$ cat src/include/priv_config.svh
// Extension selects are 1'b1 or 1'b0 and only shape the misa reset value, not the datapath
`ifndef PRIV_CONFIG_SVH
`define PRIV_CONFIG_SVH

// Integer multiply and divide reported in misa
`define RV32M_SUPPORTED 1'b1

// Compressed instructions reported in misa
`define RV32C_SUPPORTED 1'b0

// RV32I is always reported and E is never set at reset

`endif

$ cat src/hdl/priv_types_pkg.sv
// Machine mode only; supervisor, user and vector CSR addresses are not defined here
package priv_types_pkg;

  // Basic widths
  typedef logic [31:0] word_t;
  typedef logic [11:0] csr_addr_t;
  typedef logic [31:0] cause_t;
  typedef logic [63:0] counter_t;
  typedef logic [1:0]  irq_idx_t;

  // misa fields
  typedef logic [1:0]  misa_base_t;
  typedef logic [25:0] misa_ext_t;

  // Privilege level and trap vector mode
  typedef logic [1:0]  priv_lvl_t;
  typedef logic [1:0]  mtvec_mode_t;

  // Interrupt lines, index 0 software, 1 timer, 2 external
  localparam int     NUM_IRQ = 3;
  localparam cause_t IRQ_CODE [NUM_IRQ] = '{32'd3, 32'd7, 32'd11};

  // Top bit of mcause flags an interrupt
  localparam cause_t MCAUSE_INT = 32'h8000_0000;

  // Machine information registers
  localparam csr_addr_t MVENDORID_ADDR = 12'hF11;
  localparam csr_addr_t MARCHID_ADDR   = 12'hF12;
  localparam csr_addr_t MIMPID_ADDR    = 12'hF13;
  localparam csr_addr_t MHARTID_ADDR   = 12'hF14;

  // Trap setup
  localparam csr_addr_t MSTATUS_ADDR   = 12'h300;
  localparam csr_addr_t MISA_ADDR      = 12'h301;
  localparam csr_addr_t MEDELEG_ADDR   = 12'h302;
  localparam csr_addr_t MIDELEG_ADDR   = 12'h303;
  localparam csr_addr_t MIE_ADDR       = 12'h304;
  localparam csr_addr_t MTVEC_ADDR     = 12'h305;

  // Trap handling
  localparam csr_addr_t MSCRATCH_ADDR  = 12'h340;
  localparam csr_addr_t MEPC_ADDR      = 12'h341;
  localparam csr_addr_t MCAUSE_ADDR    = 12'h342;
  localparam csr_addr_t MTVAL_ADDR     = 12'h343;
  localparam csr_addr_t MIP_ADDR       = 12'h344;

  // Counters, low and high halves
  localparam csr_addr_t MCYCLE_ADDR    = 12'hB00;
  localparam csr_addr_t MINSTRET_ADDR  = 12'hB02;
  localparam csr_addr_t MCYCLEH_ADDR   = 12'hB80;
  localparam csr_addr_t MINSTRETH_ADDR = 12'hB82;

  // misa extension masks
  localparam misa_ext_t  MISA_EXT_C     = 26'h000_0004;
  localparam misa_ext_t  MISA_EXT_E     = 26'h000_0010;
  localparam misa_ext_t  MISA_EXT_I     = 26'h000_0100;
  localparam misa_ext_t  MISA_EXT_M     = 26'h000_1000;
  localparam misa_base_t MISA_BASE_RV32 = 2'd1;

  // mstatus bit positions
  localparam int MSTATUS_MIE_BIT  = 3;
  localparam int MSTATUS_MPIE_BIT = 7;
  localparam int MSTATUS_MPP_LSB  = 11;

  localparam priv_lvl_t   M_LEVEL        = 2'b11;
  localparam mtvec_mode_t MTVEC_VECTORED = 2'b01;

endpackage

$ cat src/hdl/priv_intern_if.sv
// Update strobes are single-cycle pulses and trap_rup never coincides with mret_rup
interface priv_intern_if;
  import priv_types_pkg::*;

  // Machine state seen by the trap controller
  logic   mstatus_mie;
  logic   mstatus_mpie;
  word_t  mtvec;
  word_t  mepc;

  // Trap entry, loads mepc/mcause/mtval and stacks mie
  logic   trap_rup;
  word_t  mepc_next;
  cause_t mcause_next;
  word_t  mtval_next;

  // Trap return, restores mie from mpie
  logic   mret_rup;

  modport csr (
    output mstatus_mie,
    output mstatus_mpie,
    output mtvec,
    output mepc,
    input  trap_rup,
    input  mepc_next,
    input  mcause_next,
    input  mtval_next,
    input  mret_rup
  );

  modport trap (
    input  mstatus_mie,
    input  mstatus_mpie,
    input  mtvec,
    input  mepc,
    output trap_rup,
    output mepc_next,
    output mcause_next,
    output mtval_next,
    output mret_rup
  );

endinterface

$ cat src/hdl/csr_rfile.sv
// Counters, mip and ID registers ignore pipeline writes; trap and mret updates win over them
`include "priv_config.svh"

module csr_rfile (
  input  logic                               CLK,
  input  logic                               nRST,
  input  priv_types_pkg::csr_addr_t          csr_addr,
  input  priv_types_pkg::word_t              csr_wdata,
  input  logic                               csr_swap,
  input  logic                               csr_set,
  input  logic                               csr_clr,
  input  logic                               valid_write,
  input  logic                               instr_retired,
  input  logic [priv_types_pkg::NUM_IRQ-1:0] mip,
  output logic [priv_types_pkg::NUM_IRQ-1:0] mie,
  output priv_types_pkg::word_t              csr_rdata,
  output logic                               invalid_csr,
  priv_intern_if.csr                         prv
);
  import priv_types_pkg::*;

  localparam misa_ext_t MISA_EXT_DEFAULT = MISA_EXT_I
      | (`RV32M_SUPPORTED ? MISA_EXT_M : misa_ext_t'(0))
      | (`RV32C_SUPPORTED ? MISA_EXT_C : misa_ext_t'(0));
  localparam word_t MISA_DEFAULT = {MISA_BASE_RV32, 4'b0000, MISA_EXT_DEFAULT};

  logic               mstatus_mie;
  logic               mstatus_mpie;
  word_t              misa;
  word_t              mtvec;
  word_t              mscratch;
  word_t              mepc;
  cause_t             mcause;
  word_t              mtval;
  counter_t           mcycle;
  counter_t           minstret;

  word_t              mstatus_word;
  word_t              mie_word;
  word_t              mip_word;
  logic               valid_addr;
  logic               csr_op;
  logic               wr_en;
  word_t              rup_data;
  logic [NUM_IRQ-1:0] mie_rup;
  logic               misa_legal;

  // Assemble the sparse CSR views
  always_comb begin
    mstatus_word = '0;
    mstatus_word[MSTATUS_MIE_BIT] = mstatus_mie;
    mstatus_word[MSTATUS_MPIE_BIT] = mstatus_mpie;
    mstatus_word[MSTATUS_MPP_LSB +: 2] = M_LEVEL;
    mie_word = '0;
    mip_word = '0;
    for (int i = 0; i < NUM_IRQ; i++) begin
      mie_word[IRQ_CODE[i][4:0]] = mie[i];
      mip_word[IRQ_CODE[i][4:0]] = mip[i];
    end
  end

  // Read mux, unlisted addresses read zero
  always_comb begin
    valid_addr = 1'b1;
    case (csr_addr)
      MVENDORID_ADDR, MARCHID_ADDR, MIMPID_ADDR, MHARTID_ADDR: csr_rdata = '0;
      MEDELEG_ADDR, MIDELEG_ADDR: csr_rdata = '0;
      MISA_ADDR:      csr_rdata = misa;
      MSTATUS_ADDR:   csr_rdata = mstatus_word;
      MIE_ADDR:       csr_rdata = mie_word;
      MTVEC_ADDR:     csr_rdata = mtvec;
      MSCRATCH_ADDR:  csr_rdata = mscratch;
      MEPC_ADDR:      csr_rdata = mepc;
      MCAUSE_ADDR:    csr_rdata = mcause;
      MTVAL_ADDR:     csr_rdata = mtval;
      MIP_ADDR:       csr_rdata = mip_word;
      MCYCLE_ADDR:    csr_rdata = mcycle[31:0];
      MCYCLEH_ADDR:   csr_rdata = mcycle[63:32];
      MINSTRET_ADDR:  csr_rdata = minstret[31:0];
      MINSTRETH_ADDR: csr_rdata = minstret[63:32];
      default: begin
        valid_addr = 1'b0;
        csr_rdata = '0;
      end
    endcase
  end

  assign csr_op      = csr_swap | csr_set | csr_clr;
  assign invalid_csr = csr_op & ~valid_addr;
  assign wr_en       = csr_op & valid_addr & valid_write;

  // Swap over set over clear when strobes overlap
  always_comb begin
    if (csr_swap) begin
      rup_data = csr_wdata;
    end else if (csr_set) begin
      rup_data = csr_rdata | csr_wdata;
    end else begin
      rup_data = csr_rdata & ~csr_wdata;
    end
    for (int i = 0; i < NUM_IRQ; i++) begin
      mie_rup[i] = rup_data[IRQ_CODE[i][4:0]];
    end
  end

  // WARL misa: nonzero base, exactly one of I or E, reserved bits clear
  assign misa_legal = (rup_data[31:30] != 2'b00)
                    && (|(rup_data[25:0] & MISA_EXT_I) != |(rup_data[25:0] & MISA_EXT_E))
                    && (rup_data[29:26] == 4'b0000);

  // Registers shared with the trap controller
  always_ff @(posedge CLK, negedge nRST) begin
    if (!nRST) begin
      mstatus_mie  <= 1'b0;
      mstatus_mpie <= 1'b0;
      mepc         <= '0;
      mcause       <= '0;
      mtval        <= '0;
    end else if (prv.trap_rup) begin
      mstatus_mpie <= mstatus_mie;
      mstatus_mie  <= 1'b0;
      mepc         <= prv.mepc_next;
      mcause       <= prv.mcause_next;
      mtval        <= prv.mtval_next;
    end else begin
      if (prv.mret_rup) begin
        mstatus_mie  <= mstatus_mpie;
        mstatus_mpie <= 1'b1;
      end else if (wr_en && csr_addr == MSTATUS_ADDR) begin
        mstatus_mie  <= rup_data[MSTATUS_MIE_BIT];
        mstatus_mpie <= rup_data[MSTATUS_MPIE_BIT];
      end
      if (wr_en && csr_addr == MEPC_ADDR) begin
        mepc <= rup_data;
      end
      if (wr_en && csr_addr == MCAUSE_ADDR) begin
        mcause <= rup_data;
      end
      if (wr_en && csr_addr == MTVAL_ADDR) begin
        mtval <= rup_data;
      end
    end
  end

  // Pipeline-only registers
  always_ff @(posedge CLK, negedge nRST) begin
    if (!nRST) begin
      misa     <= MISA_DEFAULT;
      mie      <= '0;
      mtvec    <= '0;
      mscratch <= '0;
    end else if (wr_en) begin
      if (csr_addr == MISA_ADDR && misa_legal) begin
        misa <= rup_data;
      end
      if (csr_addr == MIE_ADDR) begin
        mie <= mie_rup;
      end
      if (csr_addr == MTVEC_ADDR) begin
        mtvec <= rup_data;
      end
      if (csr_addr == MSCRATCH_ADDR) begin
        mscratch <= rup_data;
      end
    end
  end

  // Free-running cycle count and retired instruction count
  always_ff @(posedge CLK, negedge nRST) begin
    if (!nRST) begin
      mcycle   <= '0;
      minstret <= '0;
    end else begin
      mcycle <= mcycle + counter_t'(1);
      if (instr_retired) begin
        minstret <= minstret + counter_t'(1);
      end
    end
  end

  assign prv.mstatus_mie  = mstatus_mie;
  assign prv.mstatus_mpie = mstatus_mpie;
  assign prv.mtvec        = mtvec;
  assign prv.mepc         = mepc;

endmodule

$ cat src/hdl/irq_line.sv
// src is a level and may be asynchronous; pending lags it by exactly SYNC_STAGES edges (>= 1)
module irq_line #(
  parameter int unsigned SYNC_STAGES = 2
) (
  input  logic CLK,
  input  logic nRST,
  input  logic src,
  input  logic enable,
  output logic pending,
  output logic ready
);

  logic [SYNC_STAGES-1:0] sync_q;
  logic [SYNC_STAGES:0]   taps;

  // Raw level enters at the bottom of the chain
  assign taps = {sync_q, src};

  always_ff @(posedge CLK, negedge nRST) begin
    if (!nRST) begin
      sync_q <= '0;
    end else begin
      sync_q <= taps[SYNC_STAGES-1:0];
    end
  end

  assign pending = sync_q[SYNC_STAGES-1];

  // Masked by the matching mie bit
  assign ready = pending & enable;

endmodule

$ cat src/hdl/trap_ctrl.sv
// Purely combinational; exceptions beat mret, mret beats interrupts, mtvec modes 2 and 3 act direct
module trap_ctrl (
  input  logic                               ex_valid,
  input  priv_types_pkg::cause_t             ex_cause,
  input  priv_types_pkg::word_t              ex_tval,
  input  priv_types_pkg::word_t              pc,
  input  logic                               mret,
  input  logic [priv_types_pkg::NUM_IRQ-1:0] irq_ready,
  output logic                               trap_take,
  output priv_types_pkg::word_t              trap_pc,
  output priv_types_pkg::word_t              epc,
  priv_intern_if.trap                        prv
);
  import priv_types_pkg::*;

  localparam irq_idx_t IRQ_SW    = 2'd0;
  localparam irq_idx_t IRQ_TIMER = 2'd1;
  localparam irq_idx_t IRQ_EXT   = 2'd2;

  irq_idx_t    irq_sel;
  logic        irq_any;
  logic        take_exc;
  logic        take_irq;
  word_t       tvec_base;
  mtvec_mode_t tvec_mode;

  // External first, then software, timer last
  always_comb begin
    if (irq_ready[IRQ_EXT]) begin
      irq_sel = IRQ_EXT;
    end else if (irq_ready[IRQ_SW]) begin
      irq_sel = IRQ_SW;
    end else begin
      irq_sel = IRQ_TIMER;
    end
  end

  // Global enable gates every line
  assign irq_any  = prv.mstatus_mie & (|irq_ready);
  assign take_exc = ex_valid;
  assign take_irq = ~ex_valid & ~mret & irq_any;

  assign trap_take = take_exc | take_irq;

  assign tvec_base = {prv.mtvec[31:2], 2'b00};
  assign tvec_mode = prv.mtvec[1:0];

  // Vectored mode only redirects interrupts
  always_comb begin
    if (take_irq && tvec_mode == MTVEC_VECTORED) begin
      trap_pc = tvec_base + (word_t'(IRQ_CODE[irq_sel]) << 2);
    end else begin
      trap_pc = tvec_base;
    end
  end

  // CSR side effects applied on the next edge
  assign prv.trap_rup  = trap_take;
  assign prv.mepc_next = pc;

  always_comb begin
    if (take_exc) begin
      prv.mcause_next = ex_cause;
      prv.mtval_next  = ex_tval;
    end else begin
      prv.mcause_next = MCAUSE_INT | IRQ_CODE[irq_sel];
      prv.mtval_next  = '0;
    end
  end

  // Exception in the same cycle cancels the return
  assign prv.mret_rup = mret & ~ex_valid;

  assign epc = prv.mepc;

endmodule

$ cat src/hdl/priv_unit.sv
// Single-hart machine mode; pipeline strobes have no back-pressure and irq_src is level sensitive
module priv_unit #(
  parameter int unsigned SYNC_STAGES = 2
) (
  input  logic                               CLK,
  input  logic                               nRST,
  input  priv_types_pkg::csr_addr_t          csr_addr,
  input  priv_types_pkg::word_t              csr_wdata,
  input  logic                               csr_swap,
  input  logic                               csr_set,
  input  logic                               csr_clr,
  input  logic                               valid_write,
  output priv_types_pkg::word_t              csr_rdata,
  output logic                               invalid_csr,
  input  logic                               instr_retired,
  input  logic [priv_types_pkg::NUM_IRQ-1:0] irq_src,
  input  logic                               ex_valid,
  input  priv_types_pkg::cause_t             ex_cause,
  input  priv_types_pkg::word_t              ex_tval,
  input  priv_types_pkg::word_t              pc,
  input  logic                               mret,
  output logic                               trap_take,
  output priv_types_pkg::word_t              trap_pc,
  output priv_types_pkg::word_t              epc
);
  import priv_types_pkg::*;

  logic [NUM_IRQ-1:0] irq_enable;
  logic [NUM_IRQ-1:0] irq_pending;
  logic [NUM_IRQ-1:0] irq_ready;

  priv_intern_if prv ();

  csr_rfile u_csr (
    .CLK           (CLK),
    .nRST          (nRST),
    .csr_addr      (csr_addr),
    .csr_wdata     (csr_wdata),
    .csr_swap      (csr_swap),
    .csr_set       (csr_set),
    .csr_clr       (csr_clr),
    .valid_write   (valid_write),
    .instr_retired (instr_retired),
    .mip           (irq_pending),
    .mie           (irq_enable),
    .csr_rdata     (csr_rdata),
    .invalid_csr   (invalid_csr),
    .prv           (prv.csr)
  );

  // One line per machine interrupt source
  for (genvar i = 0; i < NUM_IRQ; i++) begin : g_irq
    irq_line #(
      .SYNC_STAGES (SYNC_STAGES)
    ) u_line (
      .CLK     (CLK),
      .nRST    (nRST),
      .src     (irq_src[i]),
      .enable  (irq_enable[i]),
      .pending (irq_pending[i]),
      .ready   (irq_ready[i])
    );
  end

  trap_ctrl u_trap (
    .ex_valid  (ex_valid),
    .ex_cause  (ex_cause),
    .ex_tval   (ex_tval),
    .pc        (pc),
    .mret      (mret),
    .irq_ready (irq_ready),
    .trap_take (trap_take),
    .trap_pc   (trap_pc),
    .epc       (epc),
    .prv       (prv.trap)
  );

endmodule

$ cat config.mk
export PLATFORM = sky130hd
export DESIGN_NAME = priv_unit
export DESIGN_NICKNAME = d
export VERILOG_FILES = /design/src/hdl/priv_types_pkg.sv /design/src/hdl/priv_intern_if.sv /design/src/hdl/csr_rfile.sv /design/src/hdl/irq_line.sv /design/src/hdl/trap_ctrl.sv /design/src/hdl/priv_unit.sv
export VERILOG_INCLUDE_DIRS = /design/src /design/src/include
export SDC_FILE = /design/constraint.sdc
export NUM_CORES = 1
export LEC_CHECK = 0
export ABC_AREA = 0
export BUFFER_PORTS_ARGS = -buffer_cell sky130_fd_sc_hd__buf_2
export CAP_MARGIN = 20
export CELL_PAD_IN_SITES_DETAIL_PLACEMENT = 0
export CELL_PAD_IN_SITES_GLOBAL_PLACEMENT = 2
export CORE_MARGIN = 3
export CORE_UTILIZATION = 25
export DETAILED_ROUTE_END_ITERATION = 8
export PLACE_DENSITY_LB_ADDON = 0.1
export SLEW_MARGIN = 20
export SYNTH_ARGS = -nofsm -noshare
export SYNTH_HDL_FRONTEND = slang
export SYNTH_SLANG_ARGS = --single-unit
$ cat constraint.sdc
create_clock -name CLK -period 4.1 [get_ports CLK]
set_clock_uncertainty 0.05 [all_clocks]
set_input_delay 0.205 -clock CLK [delete_from_list [all_inputs] [get_ports CLK]]
set_output_delay 0.205 -clock CLK [all_outputs]
set_load 0.01 [all_outputs]
==> flow_summary.ini <==
[die]
fp.dieW_um = 273
fp.dieH_um = 273
io_pins = 250
die_area_mm2 = 0.0748
start_util_pct = 25.4
rows = 97
coreArea_mm2 = 0.0704

[synth]
synth.most_common_cell = dfrtp_1
synthFlopType = dfrtp_1
yosysTopAreaCell = dfrtp_1
synth_cells = 1909
synth_edf_count = 0
async_flop_share_pct = 100
synth_common_cells = 328 x dfrtp_1, 186 x nor2_1, 180 x nand2_1
synth.cell_area_mm2 = 0.0179
ys_types = 85
yosysWarningCount = 0
ys_top_cells_by_area = dfrtp_1 46%, xnor2_1 4.6%, nor2_1 3.9%
seq_area_frac_synth_pct = 46.3
yosysTopAreaCellShare_pct = 45.9
ys_seq_elements = 331
syn_area_per_cell_um2 = 9.37

[sta]
slew_headroom_pct = 35.6
fin_worst_hold_slack_ps = 29.1
clock.fmax_mhz = 266
final-hold-violation-count = 0
final-max-slew-violation-count = 0
finalCritPeriodShare_pct = 91.7
setup_violations = 0
rsz0062_at_grt = no
worst_slew_pin_slew_ps = 967
tns_ps = 0
finalCriticalPeriod_ps = 3760

[cts]
cts_tree = done
clock_path_buffers = 3
post_cts_buffers = 0
clkLatencyLatePin_ps = 580
htreeDepth = 2
path_clk_slew_ps = 60
clockRootBuffer = clkbuf_16
clkSinkCount = 331
cts_made_buffers = 45

[route]
wl_per_cell_um = 28.1
wl_um = 91300
drt_iter0_drc = 1470
drc_errors = 0
via_per_inst = 5.24
firstDrtPassIters = 6
ant_nets = 0
via_count = 17000

[setup_path]
required_ps = 3850
worst_path_largest_cell_delay_ps = 440
endpoint_kind = primary output
cpMaxStageDelayCell = and4_1
worst-path-stages = 11
critPathMaxFanout = 3
startpoint = g_irq[2].u_line.sync_q[1]
worst-r2r-cell-count = 9
start_kind = flop
path_cells = and2_1 > a21oi_1 > ha_1 > a21oi_1 > o21ai_1 > and4_1 > and4_1 > nand2b_1 > nor3_1 > xor2_1 > buf_2
crit_family = simple AND/OR/NAND/NOR gates
worstReg2RegStart = u_csr.mcause[29]
crit_type = reg2out
crit_buf_inv = 1
cp.arrival_ps = 3500

[global_route]
grt_pass1_vias = 17200
antenna_found_initial = 2
grt_pass1_wl_um = 130000
grt.overflow.total = 0
grt_max_degree = 103
groute.usage.overall_pct = 24.2

[pwr]
p_total_mw = 8.44
p_leak_nw = 10.6
p_per_area_mw_per_mm2 = 365
ir_worst_vdd_uv = 223

[placed_design]
port_buffers = 247
post-dp-hpwl_um = 68200
gp_congestion = 0.869

[worst_hold_path]
hold_class = in2reg
min_from = csr_wdata[10]
whs_path_depth = 4

[final_layout]
seqCellArea_mm2 = 0.00829
multi_input_area_mm2 = 0.00895
n_antenna_cell = 0
drive_gt1_share_pct = 21.8
area_growth_pct = 29.5
nets = 2436
n_fill_cell = 7450

[job]
drv_cap = 0

[run_status]
status = finished, final reports clean
## logic make-up (layout without fill, tap and decap cells)
kind of cell / count (synthesis) / in the layout / synth area share (%)
and+or+nand+nor: 723 / 723 / 20.3
AOI/OAI and AO/OA: 429 / 429 / 16.0
DFF: 331 / 331 / 46.3
buffers and inverters: 180 / 577 / 4.11
xor gates and xnor gates: 154 / 154 / 7.58
muxes: 83 / 83 / 5.13
adders and majority gates: 7 / 7 / 0.490
other: 2 / 4 / 0.0420
## placed cells by master (no fill, tap or decap), drive strengths merged, types with 5 or more instances in the layout
cell type / Yosys / final
a21oi: 139 / 139
a221o: 7 / 7
a222oi: 21 / 21
a22o: 42 / 42
a22oi: 66 / 66
a32oi: 8 / 8
and2: 13 / 13
and3: 48 / 48
and4: 22 / 22
buf: 36 / 338
clkbuf: 84 / 68
clkinv: 1 / 8
dfrtp: 328 / 328
dlygate4sd3: 0 / 101
ha: 7 / 7
inv: 59 / 59
mux2: 53 / 53
mux2i: 29 / 29
nand2: 180 / 180
nand3: 103 / 103
nand4: 73 / 73
nor2: 187 / 187
nor2b: 7 / 7
nor3: 37 / 37
nor4: 10 / 10
o21ai: 81 / 81
o22ai: 5 / 5
o31a: 11 / 11
o31ai: 5 / 5
or2: 6 / 6
or3: 13 / 13
xnor2: 93 / 93
xor2: 61 / 61
## sequential cells by signal (all words and copies together) (netlist names)
name,cells
u_csr.mtval,32
u_csr.mscratch,32
u_csr.minstret,64
u_csr.mcause,32
u_csr.mcycle,64
u_csr.prv.mtvec,32
u_csr.prv.mepc,32
u_csr.mie,3
g_irq.u_line.sync_q,6
u_csr.prv.mstatus_mpie,1
u_csr.misa,32
u_csr.prv.mstatus_mie,1
## area by class of cell
| class | instances | area share [%] |
|---|---|---|
| Inverter | 60 | 0.984 |
| Multi-Input combinational cell | 1400 | 38.7 |
| Clock buffer | 68 | 5.93 |
| Tap cell | 940 | 5.08 |
| Sequential cell | 331 | 35.8 |
| Clock inverter | 10 | 0.508 |
| Timing Repair Buffer | 439 | 13.0 |
## power by group
group | switching, mW | internal [mW]
clock network | 1.59 | 2.42
registers | 0.187 | 3.40
logic | 0.509 | 0.332
## path summary, 6_finish.rpt
check | to | slack, ps
max | trap_pc[31] | 340
min | u_csr.prv.mepc[10] | 30
max reg2reg | u_csr.misa[15] | 680
min reg2reg | g_irq[0].u_line.sync_q[1] | 300
max in group asynchronous | u_csr.minstret[27] | 2610
min in group asynchronous | u_csr.minstret[4] | 280
## routing by layer
layer | wire [um] | GRT usage (%) | vias up | share of wire, %
met5 | 0 | 0 | - | 0
met4 | 1340 | 3.90 | 0 | 1.5
met3 | 4860 | 3.74 | 79 | 5.3
met2 | 42700 | 39.4 | 546 | 47
met1 | 42400 | 34.3 | 8744 | 46
li1 | - | - | 7637 | -
## worst register-to-register path, delay by kind of cell (launching register included)
| family | cells | cell delay (ps) |
|---|---|---|
| and+or+nand+nor | 4 | 1250 |
| muxes | 2 | 860 |
| AOI/OAI and AO/OA | 2 | 350 |
| buffers and inverters | 1 | 380 |
| DFF | 1 | 400 |
## metrics by stage
| stage | instances | worst slack, ps | cell area, um2 | util [%] |
|---|---|---|---|---|
| 2_1_floorplan | 1911 | 1060 | 17900 | - |
| 3_3_place_gp | 3069 | 430 | 20600 | 29.3 |
| 3_5_place_dp | 3069 | 239 | 20600 | 29.3 |
| 4_1_cts | 3248 | 97.3 | 23200 | 32.9 |
| 5_1_grt | 3248 | 80.5 | 23200 | 32.9 |
| 6_report | 3248 | 342 | 23200 | 32.9 |
## timing repair
| action | 4_1_cts | 5_1_grt |
|---|---|---|
| endpoints found under the hold margin | 200 | 0 |
| hold buffers | 101 | 0 |
| endpoints found under the setup margin | 0 | 1 |
| gates resized for setup | 0 | 1 |
Power figures use the tool's default switching activity.
